===== config.mk =====
export PLATFORM = sky130hd
export DESIGN_NAME = cpu_datapath
export DESIGN_NICKNAME = d
export VERILOG_FILES = /design/src/hw/lc3b_types.sv /design/src/hw/instruction_fetch.sv /design/src/hw/instruction_decode.sv /design/src/hw/execution_module.sv /design/src/hw/memory_module.sv /design/src/hw/writeback_module.sv /design/src/hw/cpu_datapath.sv
export SDC_FILE = /design/constraint.sdc
export NUM_CORES = 1
export LEC_CHECK = 0
export BUFFER_PORTS_ARGS = -buffer_cell sky130_fd_sc_hd__buf_2
export CAP_MARGIN = 25
export CORE_MARGIN = 4
export CORE_UTILIZATION = 50
export DETAILED_ROUTE_END_ITERATION = 8
export GPL_TIMING_DRIVEN = 0
export PLACE_DENSITY = 0.75
export SYNTH_ARGS = -nofsm -noshare
export SYNTH_HDL_FRONTEND = slang
export SYNTH_HIERARCHICAL = 1
export SYNTH_SLANG_ARGS = --single-unit

===== constraint.sdc =====
create_clock -name clk -period 5.7 [get_ports clk]
set_input_delay 1.14 -clock clk [delete_from_list [all_inputs] [get_ports clk]]
set_output_delay 1.14 -clock clk [all_outputs]
set_load 0.005 [all_outputs]

===== src/hw/lc3b_types.sv =====
`default_nettype none

package lc3b_types;

	typedef logic [15:0] lc3b_word;
	typedef logic [2:0] lc3b_reg;

	// LC-3b encodings, anything unlisted decodes as op_nop
	typedef enum logic [3:0] {
		op_nop = 4'b0000,
		op_add = 4'b0001,
		op_and = 4'b0101,
		op_ldr = 4'b0110,
		op_str = 4'b0111,
		op_not = 4'b1001
	} lc3b_opcode;

	typedef enum logic [1:0] {
		alu_add, // Also used for LDR/STR address
		alu_and,
		alu_not,
		alu_pass
	} alu_op_t;

	typedef struct packed {
		logic valid;
		lc3b_opcode opcode;
		alu_op_t alu_op;
		logic use_imm; // Operand B is imm
		lc3b_word imm; // Sign-extended imm5 or offset6 << 1
		logic mem_read;
		logic mem_write;
		logic load_regfile;
		lc3b_reg dest;
	} lc3b_control;

	typedef struct packed {
		logic valid;
		lc3b_word pc;
		lc3b_word ir;
	} if_id_t;

	typedef struct packed {
		lc3b_control ctrl;
		lc3b_word pc;
		lc3b_word sr1_value;
		lc3b_word sr2_value; // Store data for STR
	} id_ex_t;

	typedef struct packed {
		lc3b_control ctrl;
		lc3b_word pc;
		lc3b_word alu;
		lc3b_word store_data;
	} ex_mem_t;

	typedef struct packed {
		lc3b_control ctrl;
		lc3b_word alu;
		lc3b_word mdr;
	} mem_wb_t;

	// In-flight register writer, seen by the interlock
	typedef struct packed {
		logic valid;
		lc3b_reg reg_num;
	} rf_dest_t;

	typedef struct packed {
		logic en;
		lc3b_reg reg_num;
		lc3b_word value;
	} reg_write_t;

	typedef struct packed {
		lc3b_word addr;
		lc3b_word wdata;
		logic write;
	} dmem_req_t;

endpackage : lc3b_types

`default_nettype wire


===== src/hw/instruction_fetch.sv =====
`timescale 1ns/1ns
`default_nettype none

module instruction_fetch
(
	input logic clk,
	input logic reset,
	input logic hold, // mem_busy or hazard_stall
	input lc3b_types::lc3b_word mem_rdata1,
	output lc3b_types::lc3b_word mem_addr1,
	output lc3b_types::if_id_t if_id,
	output logic mem_read1
);

	import lc3b_types::*;

	lc3b_word pc;

	assign mem_addr1 = pc;
	assign mem_read1 = ~hold;

	always_ff @(posedge clk) begin
		if (reset) begin
			pc <= 16'h0000;
		end else if (!hold) begin
			pc <= pc + 16'd2; // Word aligned, no branches
		end
	end

	// IF/ID register, frozen together with the PC
	always_ff @(posedge clk) begin
		if (reset) begin
			if_id <= '0;
		end else if (!hold) begin
			if_id.valid <= 1'b1;
			if_id.pc <= pc;
			if_id.ir <= mem_rdata1;
		end
	end

endmodule : instruction_fetch

`default_nettype wire


===== src/hw/instruction_decode.sv =====
`timescale 1ns/1ns
`default_nettype none

module instruction_decode
(
	input logic clk,
	input logic reset,
	input lc3b_types::if_id_t if_id,
	input lc3b_types::lc3b_word sr1_value,
	input lc3b_types::lc3b_word sr2_value,
	input lc3b_types::rf_dest_t ex_dest,
	input lc3b_types::rf_dest_t mem_dest,
	input logic mem_busy,
	output lc3b_types::lc3b_reg sr1,
	output lc3b_types::lc3b_reg sr2,
	output logic hazard_stall,
	output lc3b_types::id_ex_t id_ex
);

	import lc3b_types::*;

	lc3b_word ir;
	lc3b_opcode opcode;
	lc3b_word imm5;
	lc3b_word offset6;
	lc3b_control ctrl;
	logic uses_sr1;
	logic uses_sr2;
	logic sr1_busy;
	logic sr2_busy;

	assign ir = if_id.ir;
	assign opcode = lc3b_opcode'(ir[15:12]);
	assign imm5 = {{11{ir[4]}}, ir[4:0]};
	assign offset6 = {{9{ir[5]}}, ir[5:0], 1'b0}; // Word offset in bytes

	// STR reads its source register through the sr2 port
	assign sr1 = ir[8:6];
	assign sr2 = (opcode == op_str) ? ir[11:9] : ir[2:0];

	always_comb begin
		ctrl = '0;
		ctrl.valid = if_id.valid;
		ctrl.opcode = op_nop;
		ctrl.alu_op = alu_pass;
		ctrl.dest = ir[11:9];
		uses_sr1 = 1'b0;
		uses_sr2 = 1'b0;
		case (opcode)
			op_add, op_and: begin
				ctrl.opcode = opcode;
				ctrl.alu_op = (opcode == op_add) ? alu_add : alu_and;
				ctrl.use_imm = ir[5];
				ctrl.imm = imm5;
				ctrl.load_regfile = 1'b1;
				uses_sr1 = 1'b1;
				uses_sr2 = ~ir[5]; // Register form only
			end
			op_not: begin
				ctrl.opcode = op_not;
				ctrl.alu_op = alu_not;
				ctrl.load_regfile = 1'b1;
				uses_sr1 = 1'b1;
			end
			op_ldr: begin
				ctrl.opcode = op_ldr;
				ctrl.alu_op = alu_add;
				ctrl.use_imm = 1'b1;
				ctrl.imm = offset6;
				ctrl.mem_read = 1'b1;
				ctrl.load_regfile = 1'b1;
				uses_sr1 = 1'b1;
			end
			op_str: begin
				ctrl.opcode = op_str;
				ctrl.alu_op = alu_add;
				ctrl.use_imm = 1'b1;
				ctrl.imm = offset6;
				ctrl.mem_write = 1'b1;
				uses_sr1 = 1'b1;
				uses_sr2 = 1'b1;
			end
			default: ; // NOP and unsupported opcodes
		endcase
	end

	// WB is covered by the register file bypass
	assign sr1_busy = (ex_dest.valid && ex_dest.reg_num == sr1) ||
		(mem_dest.valid && mem_dest.reg_num == sr1);
	assign sr2_busy = (ex_dest.valid && ex_dest.reg_num == sr2) ||
		(mem_dest.valid && mem_dest.reg_num == sr2);
	assign hazard_stall = if_id.valid && ((uses_sr1 && sr1_busy) || (uses_sr2 && sr2_busy));

	always_ff @(posedge clk) begin
		if (reset) begin
			id_ex <= '0;
		end else if (!mem_busy) begin
			if (hazard_stall) begin
				id_ex.ctrl <= '0; // Bubble
			end else begin
				id_ex.ctrl <= ctrl;
			end
			id_ex.pc <= if_id.pc;
			id_ex.sr1_value <= sr1_value;
			id_ex.sr2_value <= sr2_value;
		end
	end

endmodule : instruction_decode

`default_nettype wire


===== src/hw/execution_module.sv =====
`timescale 1ns/1ns
`default_nettype none

module execution_module
(
	input logic clk,
	input logic reset,
	input logic mem_busy,
	input lc3b_types::id_ex_t id_ex,
	output lc3b_types::rf_dest_t ex_dest,
	output lc3b_types::ex_mem_t ex_mem
);

	import lc3b_types::*;

	lc3b_word operand_a;
	lc3b_word operand_b;
	lc3b_word alu_out;

	assign operand_a = id_ex.sr1_value;
	assign operand_b = id_ex.ctrl.use_imm ? id_ex.ctrl.imm : id_ex.sr2_value;

	always_comb begin
		case (id_ex.ctrl.alu_op)
			alu_add: alu_out = operand_a + operand_b; // Base + offset for LDR/STR
			alu_and: alu_out = operand_a & operand_b;
			alu_not: alu_out = ~operand_a;
			default: alu_out = operand_b;
		endcase
	end

	// Pending writer in EX
	assign ex_dest.valid = id_ex.ctrl.valid && id_ex.ctrl.load_regfile;
	assign ex_dest.reg_num = id_ex.ctrl.dest;

	always_ff @(posedge clk) begin
		if (reset) begin
			ex_mem <= '0;
		end else if (!mem_busy) begin
			ex_mem.ctrl <= id_ex.ctrl;
			ex_mem.pc <= id_ex.pc;
			ex_mem.alu <= alu_out;
			ex_mem.store_data <= id_ex.sr2_value;
		end
	end

endmodule : execution_module

`default_nettype wire


===== src/hw/memory_module.sv =====
`timescale 1ns/1ns
`default_nettype none

module memory_module
(
	input logic clk,
	input logic reset,
	input lc3b_types::ex_mem_t ex_mem,
	input logic dmem_ack,
	input lc3b_types::lc3b_word dmem_rdata,
	output logic dmem_req_valid,
	output lc3b_types::dmem_req_t dmem_req,
	output logic mem_busy,
	output lc3b_types::rf_dest_t mem_dest,
	output lc3b_types::mem_wb_t mem_wb
);

	import lc3b_types::*;

	typedef enum logic [1:0] {
		idle,
		wait_ack,
		wait_release,
		done
	} mem_state_t;

	mem_state_t state;
	logic is_mem;
	lc3b_word mdr;

	assign is_mem = ex_mem.ctrl.valid && (ex_mem.ctrl.mem_read || ex_mem.ctrl.mem_write);

	// Front of the pipe is frozen until the handshake has closed
	assign mem_busy = is_mem && (state != done);

	// EX/MEM is held during the transfer, so these stay stable under req
	assign dmem_req.addr = ex_mem.alu;
	assign dmem_req.wdata = ex_mem.store_data;
	assign dmem_req.write = ex_mem.ctrl.mem_write;

	assign mem_dest.valid = ex_mem.ctrl.valid && ex_mem.ctrl.load_regfile;
	assign mem_dest.reg_num = ex_mem.ctrl.dest;

	always_ff @(posedge clk) begin
		if (reset) begin
			state <= idle;
			dmem_req_valid <= 1'b0;
		end else begin
			case (state)
				idle: begin
					if (is_mem && !dmem_ack) begin // Previous ack must be gone
						state <= wait_ack;
						dmem_req_valid <= 1'b1;
					end
				end
				wait_ack: begin
					if (dmem_ack) begin
						state <= wait_release;
						dmem_req_valid <= 1'b0;
					end
				end
				wait_release: begin
					if (!dmem_ack) state <= done;
				end
				default: state <= idle; // done, MEM/WB takes the access
			endcase
		end
	end

	// Load word is only valid while ack is high
	always_ff @(posedge clk) begin
		if (state == wait_ack && dmem_ack && ex_mem.ctrl.mem_read) begin
			mdr <= dmem_rdata;
		end
	end

	always_ff @(posedge clk) begin
		if (reset) begin
			mem_wb <= '0;
		end else begin
			mem_wb.ctrl <= ex_mem.ctrl;
			mem_wb.alu <= ex_mem.alu;
			mem_wb.mdr <= mdr;
			if (mem_busy) mem_wb.ctrl.valid <= 1'b0; // Bubble while waiting
		end
	end

endmodule : memory_module

`default_nettype wire


===== src/hw/writeback_module.sv =====
`timescale 1ns/1ns
`default_nettype none

module writeback_module
(
	input logic clk,
	input logic reset,
	input lc3b_types::mem_wb_t mem_wb,
	input lc3b_types::lc3b_reg sr1,
	input lc3b_types::lc3b_reg sr2,
	output lc3b_types::lc3b_word sr1_value,
	output lc3b_types::lc3b_word sr2_value
);

	import lc3b_types::*;

	reg_write_t wr;
	lc3b_word regfile [8];

	always_comb begin
		wr.en = mem_wb.ctrl.valid && mem_wb.ctrl.load_regfile;
		wr.reg_num = mem_wb.ctrl.dest;
		if (mem_wb.ctrl.opcode == op_ldr) begin
			wr.value = mem_wb.mdr;
		end else begin
			wr.value = mem_wb.alu;
		end
	end

	always_ff @(posedge clk) begin
		if (reset) begin
			for (int i = 0; i < 8; i++) begin
				regfile[i] <= 16'h0000;
			end
		end else if (wr.en) begin
			regfile[wr.reg_num] <= wr.value;
		end
	end

	// Same-cycle bypass so decode needs no WB compare
	assign sr1_value = (wr.en && wr.reg_num == sr1) ? wr.value : regfile[sr1];
	assign sr2_value = (wr.en && wr.reg_num == sr2) ? wr.value : regfile[sr2];

endmodule : writeback_module

`default_nettype wire


===== src/hw/cpu_datapath.sv =====
`timescale 1ns/1ns
`default_nettype none

module cpu_datapath
(
	input logic clk,
	input logic reset,
	output lc3b_types::lc3b_word mem_addr1,
	output logic mem_read1,
	input lc3b_types::lc3b_word mem_rdata1,
	output logic dmem_req_valid,
	output lc3b_types::dmem_req_t dmem_req,
	input logic dmem_ack,
	input lc3b_types::lc3b_word dmem_rdata
);

	import lc3b_types::*;

	if_id_t if_id;
	id_ex_t id_ex;
	ex_mem_t ex_mem;
	mem_wb_t mem_wb;
	rf_dest_t ex_dest, mem_dest; // Writers still in flight
	lc3b_reg sr1, sr2;
	lc3b_word sr1_value, sr2_value;
	logic mem_busy;
	logic hazard_stall;
	logic hold;

	assign hold = mem_busy | hazard_stall;

	instruction_fetch if_stage (
		.clk(clk),
		.reset(reset),
		.hold(hold),
		.mem_rdata1(mem_rdata1),
		.mem_addr1(mem_addr1),
		.if_id(if_id),
		.mem_read1(mem_read1)
	);

	instruction_decode id_stage (
		.clk(clk),
		.reset(reset),
		.if_id(if_id),
		.sr1_value(sr1_value),
		.sr2_value(sr2_value),
		.ex_dest(ex_dest),
		.mem_dest(mem_dest),
		.mem_busy(mem_busy),
		.sr1(sr1),
		.sr2(sr2),
		.hazard_stall(hazard_stall),
		.id_ex(id_ex)
	);

	execution_module ex_stage (
		.clk(clk),
		.reset(reset),
		.mem_busy(mem_busy),
		.id_ex(id_ex),
		.ex_dest(ex_dest),
		.ex_mem(ex_mem)
	);

	memory_module mem_stage (
		.clk(clk),
		.reset(reset),
		.ex_mem(ex_mem),
		.dmem_ack(dmem_ack),
		.dmem_rdata(dmem_rdata),
		.dmem_req_valid(dmem_req_valid),
		.dmem_req(dmem_req),
		.mem_busy(mem_busy),
		.mem_dest(mem_dest),
		.mem_wb(mem_wb)
	);

	writeback_module wb_stage (
		.clk(clk),
		.reset(reset),
		.mem_wb(mem_wb),
		.sr1(sr1),
		.sr2(sr2),
		.sr1_value(sr1_value),
		.sr2_value(sr2_value)
	);

endmodule : cpu_datapath

`default_nettype wire


# Word level (Yosys, flattened, before mapping)
# Memories as Yosys holds them, arrays and structs flattened. A register that Yosys moved wholly into a read port is not among the register bits.
# Cells that the tools add are included.
[classes]
n_reduce_logical = 33
eq_ne = 18
n_lt_le_gt_ge = 0
n_bitwise = 5
addsub = 2
div_mod_pow = 0
n_shift = 0
multipliers = 0
n_mux = 28
[ops]
columns = ["cell", "count"]
rows = [
  ["16-bit 2-to-1 mux", 3],
  ["16-bit case mux with 3 select lines", 1],
  ["17-bit case mux with 2 select lines", 1],
  ["30-bit 2-to-1 mux", 1],
  ["6-bit case mux with 4 select lines", 1],
  ["16-bit adder", 1],
  ["16-bit by 2-bit adder with 16-bit output, second input constant", 1],
  ["16-bit AND", 1],
  ["4-bit by 3-bit equality test with 1-bit output, second input constant", 4],
  ["16-bit inverter", 1],
  ["16-bit OR reduction", 1],
  ["1-bit logical AND", 15],
  ["1-bit 2-to-1 mux", 13],
  ["3-bit equality test", 4],
  ["2-bit 2-to-1 mux", 3],
  ["3-bit 2-to-1 mux", 2],
  ["2-bit inequality test, second input constant", 3],
  ["2-bit case mux with 3 select lines", 1],
  ["3-bit AND reduction", 2],
  ["2-bit OR reduction", 3],
  ["5-bit OR reduction", 1],
  ["2-bit by 1-bit equality test with 1-bit output, second input constant", 2],
  ["2-bit equality test, second input constant", 2],
  ["4-bit by 1-bit equality test with 1-bit output, second input constant", 1],
  ["other kinds (10)", 18],
]
[totals]
wordCells = 116
memories = 1
ff_bits = 166
latch_bits = 0
output_inout_bits = 51
ramBits = 128
rom_bits = 0
inputBits = 35
[mem_list]
columns = ["memory", "depth", "word_bits", "rd", "rd_clocked_by_memory_dff", "wr", "line", "source"]
rows = [
  ["wb_stage.regfile", 8, 16, 2, 2, 8, "writeback_module.sv:18", "lc3b_word regfile [8];"],
]

# Depth between registers and ports, before layout
[logic_depth]
word_depth = 10
mapped_depth = 13
depth_no_buf = 10

# Modules after synthesis
# The synthesis kept the hierarchy.
[by_module_without_submodules]
columns = ["module", "cells_per_inst", "area_each_um2", "seq_area_each_um2", "n_inst"]
rows = [
  ["writeback_module", 467, 7020.5, 3843.7, 1],
  ["execution_module", 461, 4170.2, 1561.5, 1],
  ["instruction_decode", 319, 3108.0, 1381.3, 1],
  ["memory_module", 208, 2657.5, 1781.7, 1],
  ["instruction_fetch", 183, 1849.3, 940.9, 1],
  ["cpu_datapath", 1, 6.3, 0.0, 1],
]

# Worst setup path after synthesis
# Ideal clock, no wire load.
[synth_timing]
path_type = "reg-to-output"
start = "register, netlist name if_stage/if_id[12]"
end = "output mem_read1"
stages_incl_launch_ff = 13
path_slack_ns = 2.217
arrival_time_ns = 2.343
n_path_buf = 4
path_cell_list = "dfxtp_1 -> buf_2 -> nand4b_4 -> mux2i_1 -> inv_1 -> o21ai_1 -> a32o_1 -> or2_1 -> buf_4 -> or2_1 -> buf_2 -> buf_2 -> inv_1"
[synth_between]
elab_chain_cells = 10
[synth_rtl]
columns = ["item", "line", "source"]
rows = [
  ["4-bit by 3-bit equality test with 1-bit output (*)", "instruction_decode.sv:39", "assign sr2 = (opcode == op_str) ? ir[11:9] : ir[2:0];"],
  ["3-bit 2-to-1 mux (*)", "instruction_decode.sv:39", ""],
  ["net sr2[1]", "cpu_datapath.sv:24", "lc3b_reg sr1, sr2;"],
  ["3-bit equality test, on equally long branches", "instruction_decode.sv:90, instruction_decode.sv:91", ""],
  ["1-bit logical AND, on equally long branches", "instruction_decode.sv:90, instruction_decode.sv:91", ""],
  ["1-bit logical OR (*)", "instruction_decode.sv:90", "assign sr2_busy = (ex_dest.valid && ex_dest.reg_num == sr2) ||"],
  ["1-bit logical AND (*)", "instruction_decode.sv:92", "assign hazard_stall = if_id.valid && ((uses_sr1 && sr1_busy) || (uses_sr2 && sr2_busy));"],
  ["1-bit logical OR (*)", "instruction_decode.sv:92", ""],
  ["1-bit logical AND (*)", "instruction_decode.sv:92", ""],
  ["net hazard_stall", "cpu_datapath.sv:27", "logic hazard_stall;"],
  ["1-bit bitwise OR (*)", "cpu_datapath.sv:30", "assign hold = mem_busy | hazard_stall;"],
  ["net hold", "cpu_datapath.sv:28", "logic hold;"],
  ["1-bit inverter (*)", "instruction_fetch.sv:20", "assign mem_read1 = ~hold;"],
  ["to (decl)", "cpu_datapath.sv:9", "output logic mem_read1,"],
]
# The timed path passes the listed nets; every way through them passes the cells marked *.

# Worst setup path after layout
[layout_timing]
start = "register, netlist name if_stage/if_id[14]"
end = "output mem_read1"
[layout_between]
elab_chain_cells = 10
[layout_rtl]
columns = ["item", "line"]
rows = [
  ["4-bit by 3-bit equality test with 1-bit output (*)", "instruction_decode.sv:39"],
  ["3-bit 2-to-1 mux (*)", "instruction_decode.sv:39"],
  ["net sr2[0]", "cpu_datapath.sv:24"],
  ["3-bit equality test, on equally long branches", "instruction_decode.sv:90, instruction_decode.sv:91"],
  ["1-bit logical AND, on equally long branches", "instruction_decode.sv:90, instruction_decode.sv:91"],
  ["1-bit logical OR (*)", "instruction_decode.sv:90"],
  ["1-bit logical AND (*)", "instruction_decode.sv:92"],
  ["1-bit logical OR (*)", "instruction_decode.sv:92"],
  ["1-bit logical AND (*)", "instruction_decode.sv:92"],
  ["net hazard_stall", "cpu_datapath.sv:27"],
  ["1-bit bitwise OR (*)", "cpu_datapath.sv:30"],
  ["net hold", "cpu_datapath.sv:28"],
  ["1-bit inverter (*)", "instruction_fetch.sv:20"],
]
# Marks and branches as above.

==> flow_metrics.tcl <==
set metrics [dict create \
    final_nets 1583 \
    post_cts_resized 0 \
    wl_um 41180 \
    critical_path_class "reg2out" \
    syn_nets 1451 \
    drc 0 \
    p_int_uw 4076 \
    cts_root_buf "clkbuf_16" \
    ant_nets 0 \
    r2r_start "if_stage/if_id[14]" \
    netlist_area_sq_um 16010 \
    critPathTopFamily "buffers and inverters" \
    synthToLayoutAreaGrowth_pct 13.46 \
    rsz0062_at_grt "false" \
    tns_ns 0 \
    clk_transition_reported_paths_ns 0.06 \
    cp_max_fo 10 \
    crit_buf_inv 6 \
    fin_crit_ns 4.577 \
    fmax_ghz 0.2185 \
    via_count 11480 \
    die_area_sq_um 34950 \
    critical_path_required_ns 4.56 \
    syn_avg_cell_area_sq_um 11.49 \
    wl_met2_um 19910 \
    io_buffers 84 \
    io_pins 86 \
    worst_path_max_delay_cell "mux2_4" \
    drtIter0Drc 993 \
    grt_pass1_wl_um 64590 \
    crit_start "if_stage/if_id[14]" \
    die_h_um 186.9 \
    cts_sinks 316 \
    power-per-cell-area_nw_per_um2 297.0 \
    hold_path.class "reg2reg" \
    avgViaCountPerCell 5.871 \
    combPwrFrac_pct 11.4 \
    worstMarginPinSlew_ns 1.063 \
    fin_crit_sh_pct 80.30 \
    gr-total-overflow 0 \
    setup_viol 0 \
    finalMaxSlewViolations 0 \
    fin_skew_ns 0.02887 \
    leakage_uw 0.006731 \
    rows 65 \
    dp_hpwl_um 29950 \
    p_sw_share_pct 24.45 \
    postCtsSetupRepairBufs 0 \
    ys_warn_count 6 \
    antenna_found_initial 0 \
    core_region_area_sq_um 31560 \
    drive_above_1_share_pct 23.12 \
    multi_input_area_sq_um 7262 \
    grt_pass1_vias 11710 \
    grt_usage_pct 23.09 \
    dieWidth_um 186.9 \
    holdWs_ns 0.4549 \
    max_stage_delay_ns 0.38 \
    met1_length_um 16940 \
    h-tree-depth 2 \
    critPathArrivalTime_ns 3.44 \
    slew_headroom_pct 27.12 \
    clk-insertion-delay-late_ns 0.52 \
    cts_inserted_buffers 35 \
    gp_congestion 0.9649 \
    hold_viol_final 0 \
    firstDrtPassIters 5 \
    seq_power_share_pct 47.1 \
    routedWlPerCell_um 21.06 \
    min_from "mem_stage/mdr[5]" \
    maxCapViolations 0 \
    crit_path_frequent_cell "buf_2" \
    power_frac_clock_pct 41.5 \
    critPathLaunchType "register" \
    ctsHoldBuffers 0 \
    crit_chain "clkbuf_2 > nand4b_4 > mux2_4 > a22oi_1 > and3_1 > or2_1 > buf_4 > or2_1 > buf_2 > buf_2 > inv_1 > buf_2" \
    maxUsedRoutingLayer "met4" \
    status "completed" \
    seq_area_sq_um 7767 \
    cts_max_path_buffers 3 \
    fillers 2598 \
    synthCells 1394 \
    grt_max_degree 22 \
    cts_tree "yes" \
    start_util_pct 50.74 \
    ir_drop_uv 218.1 \
    p_switching_uw 1319 \
    antennaDiodeCount 0 \
    worst_setup_path_end_kind "output port" \
    route.met3.wl_um 2680 \
]
## through the flow
step	instances	utilization, %	power, uW	setup slack (ns)	cell area [sq um]
6_report	1955	57.57	5395	1.123	18160
5_1_grt	1955	57.57	5596	0.9037	18160
4_1_cts	1955	57.57	5429	1.080	18160
3_5_place_dp	1891	53.93	3195	1.660	17020
3_3_place_gp	1880	53.66	3168	1.680	16930
2_1_floorplan	1394	-	2991	2.234	16010
## final cells by class
class	count	area share (%)
tap	402	2.769
buffer	149	4.904
multi-input combinational	905	39.98
clock inverter	19	1.013
timing repair buffer	95	2.769
inverter	24	0.4959
clock buffer	45	5.311
sequential	316	42.76
## placed cells by master, fill, tap and decap left out, types with 9 or more instances in the layout
master       n
edfxtp_1   144
xor2_1      10
inv_1       22
buf_2      102
nor2b_1     41
clkbuf_16   36
dfxtp_1    172
nand3b_1    11
a22oi_1      9
clkbuf_1    57
mux4_2      67
a21oi_1     39
o22ai_1      9
mux2i_1    161
ha_1        21
and2b_1      9
xnor2_1     14
nand2_1     60
o21ai_1     11
nor2_1     238
o21ai_0     25
buf_4       73
nand2b_1    14
mux2_2      11
## flip-flops by register name, indices dropped and copies added, names as in the netlist
signal and flops:
mem_stage/mdr 16, if_stage/mem_addr1 15, mem_stage/state 2, ex_stage/ex_mem 43
wb_stage/regfile 128, id_stage/id_ex 53, mem_stage/mem_wb 41, if_stage/if_id 17
mem_stage/dmem_req_valid 1
## metal layers
layer | vias to the layer above | track usage (%)
li1 | 5288 | -
met1 | 5619 | 30.31
met2 | 474 | 38.49
met3 | 97 | 3.770
met4 | 0 | 9.386
met5 | - | 0
## power by group through the flow
stage	registers [uW]	logic (uW)	clock network (uW)
final	2540	616	2240
after global placement	2580	587	0
after detailed placement	2590	609	0
after global routing	2550	667	2380
after CTS	2540	613	2280
after floorplan	2560	435	0
## path summary, 6_finish.rpt
| path | to | slack (ns) | cells past startpoint |
|---|---|---|---|
| min | mem_stage/mem_wb[5] | 0.45 | 1 |
| max | mem_read1 | 1.12 | 12 |
| max reg2reg | if_stage/mem_addr1[15] | 2.42 | 12 |
| min reg2reg | mem_stage/mem_wb[5] | 0.45 | 1 |
(Power assumes the default switching activity.)
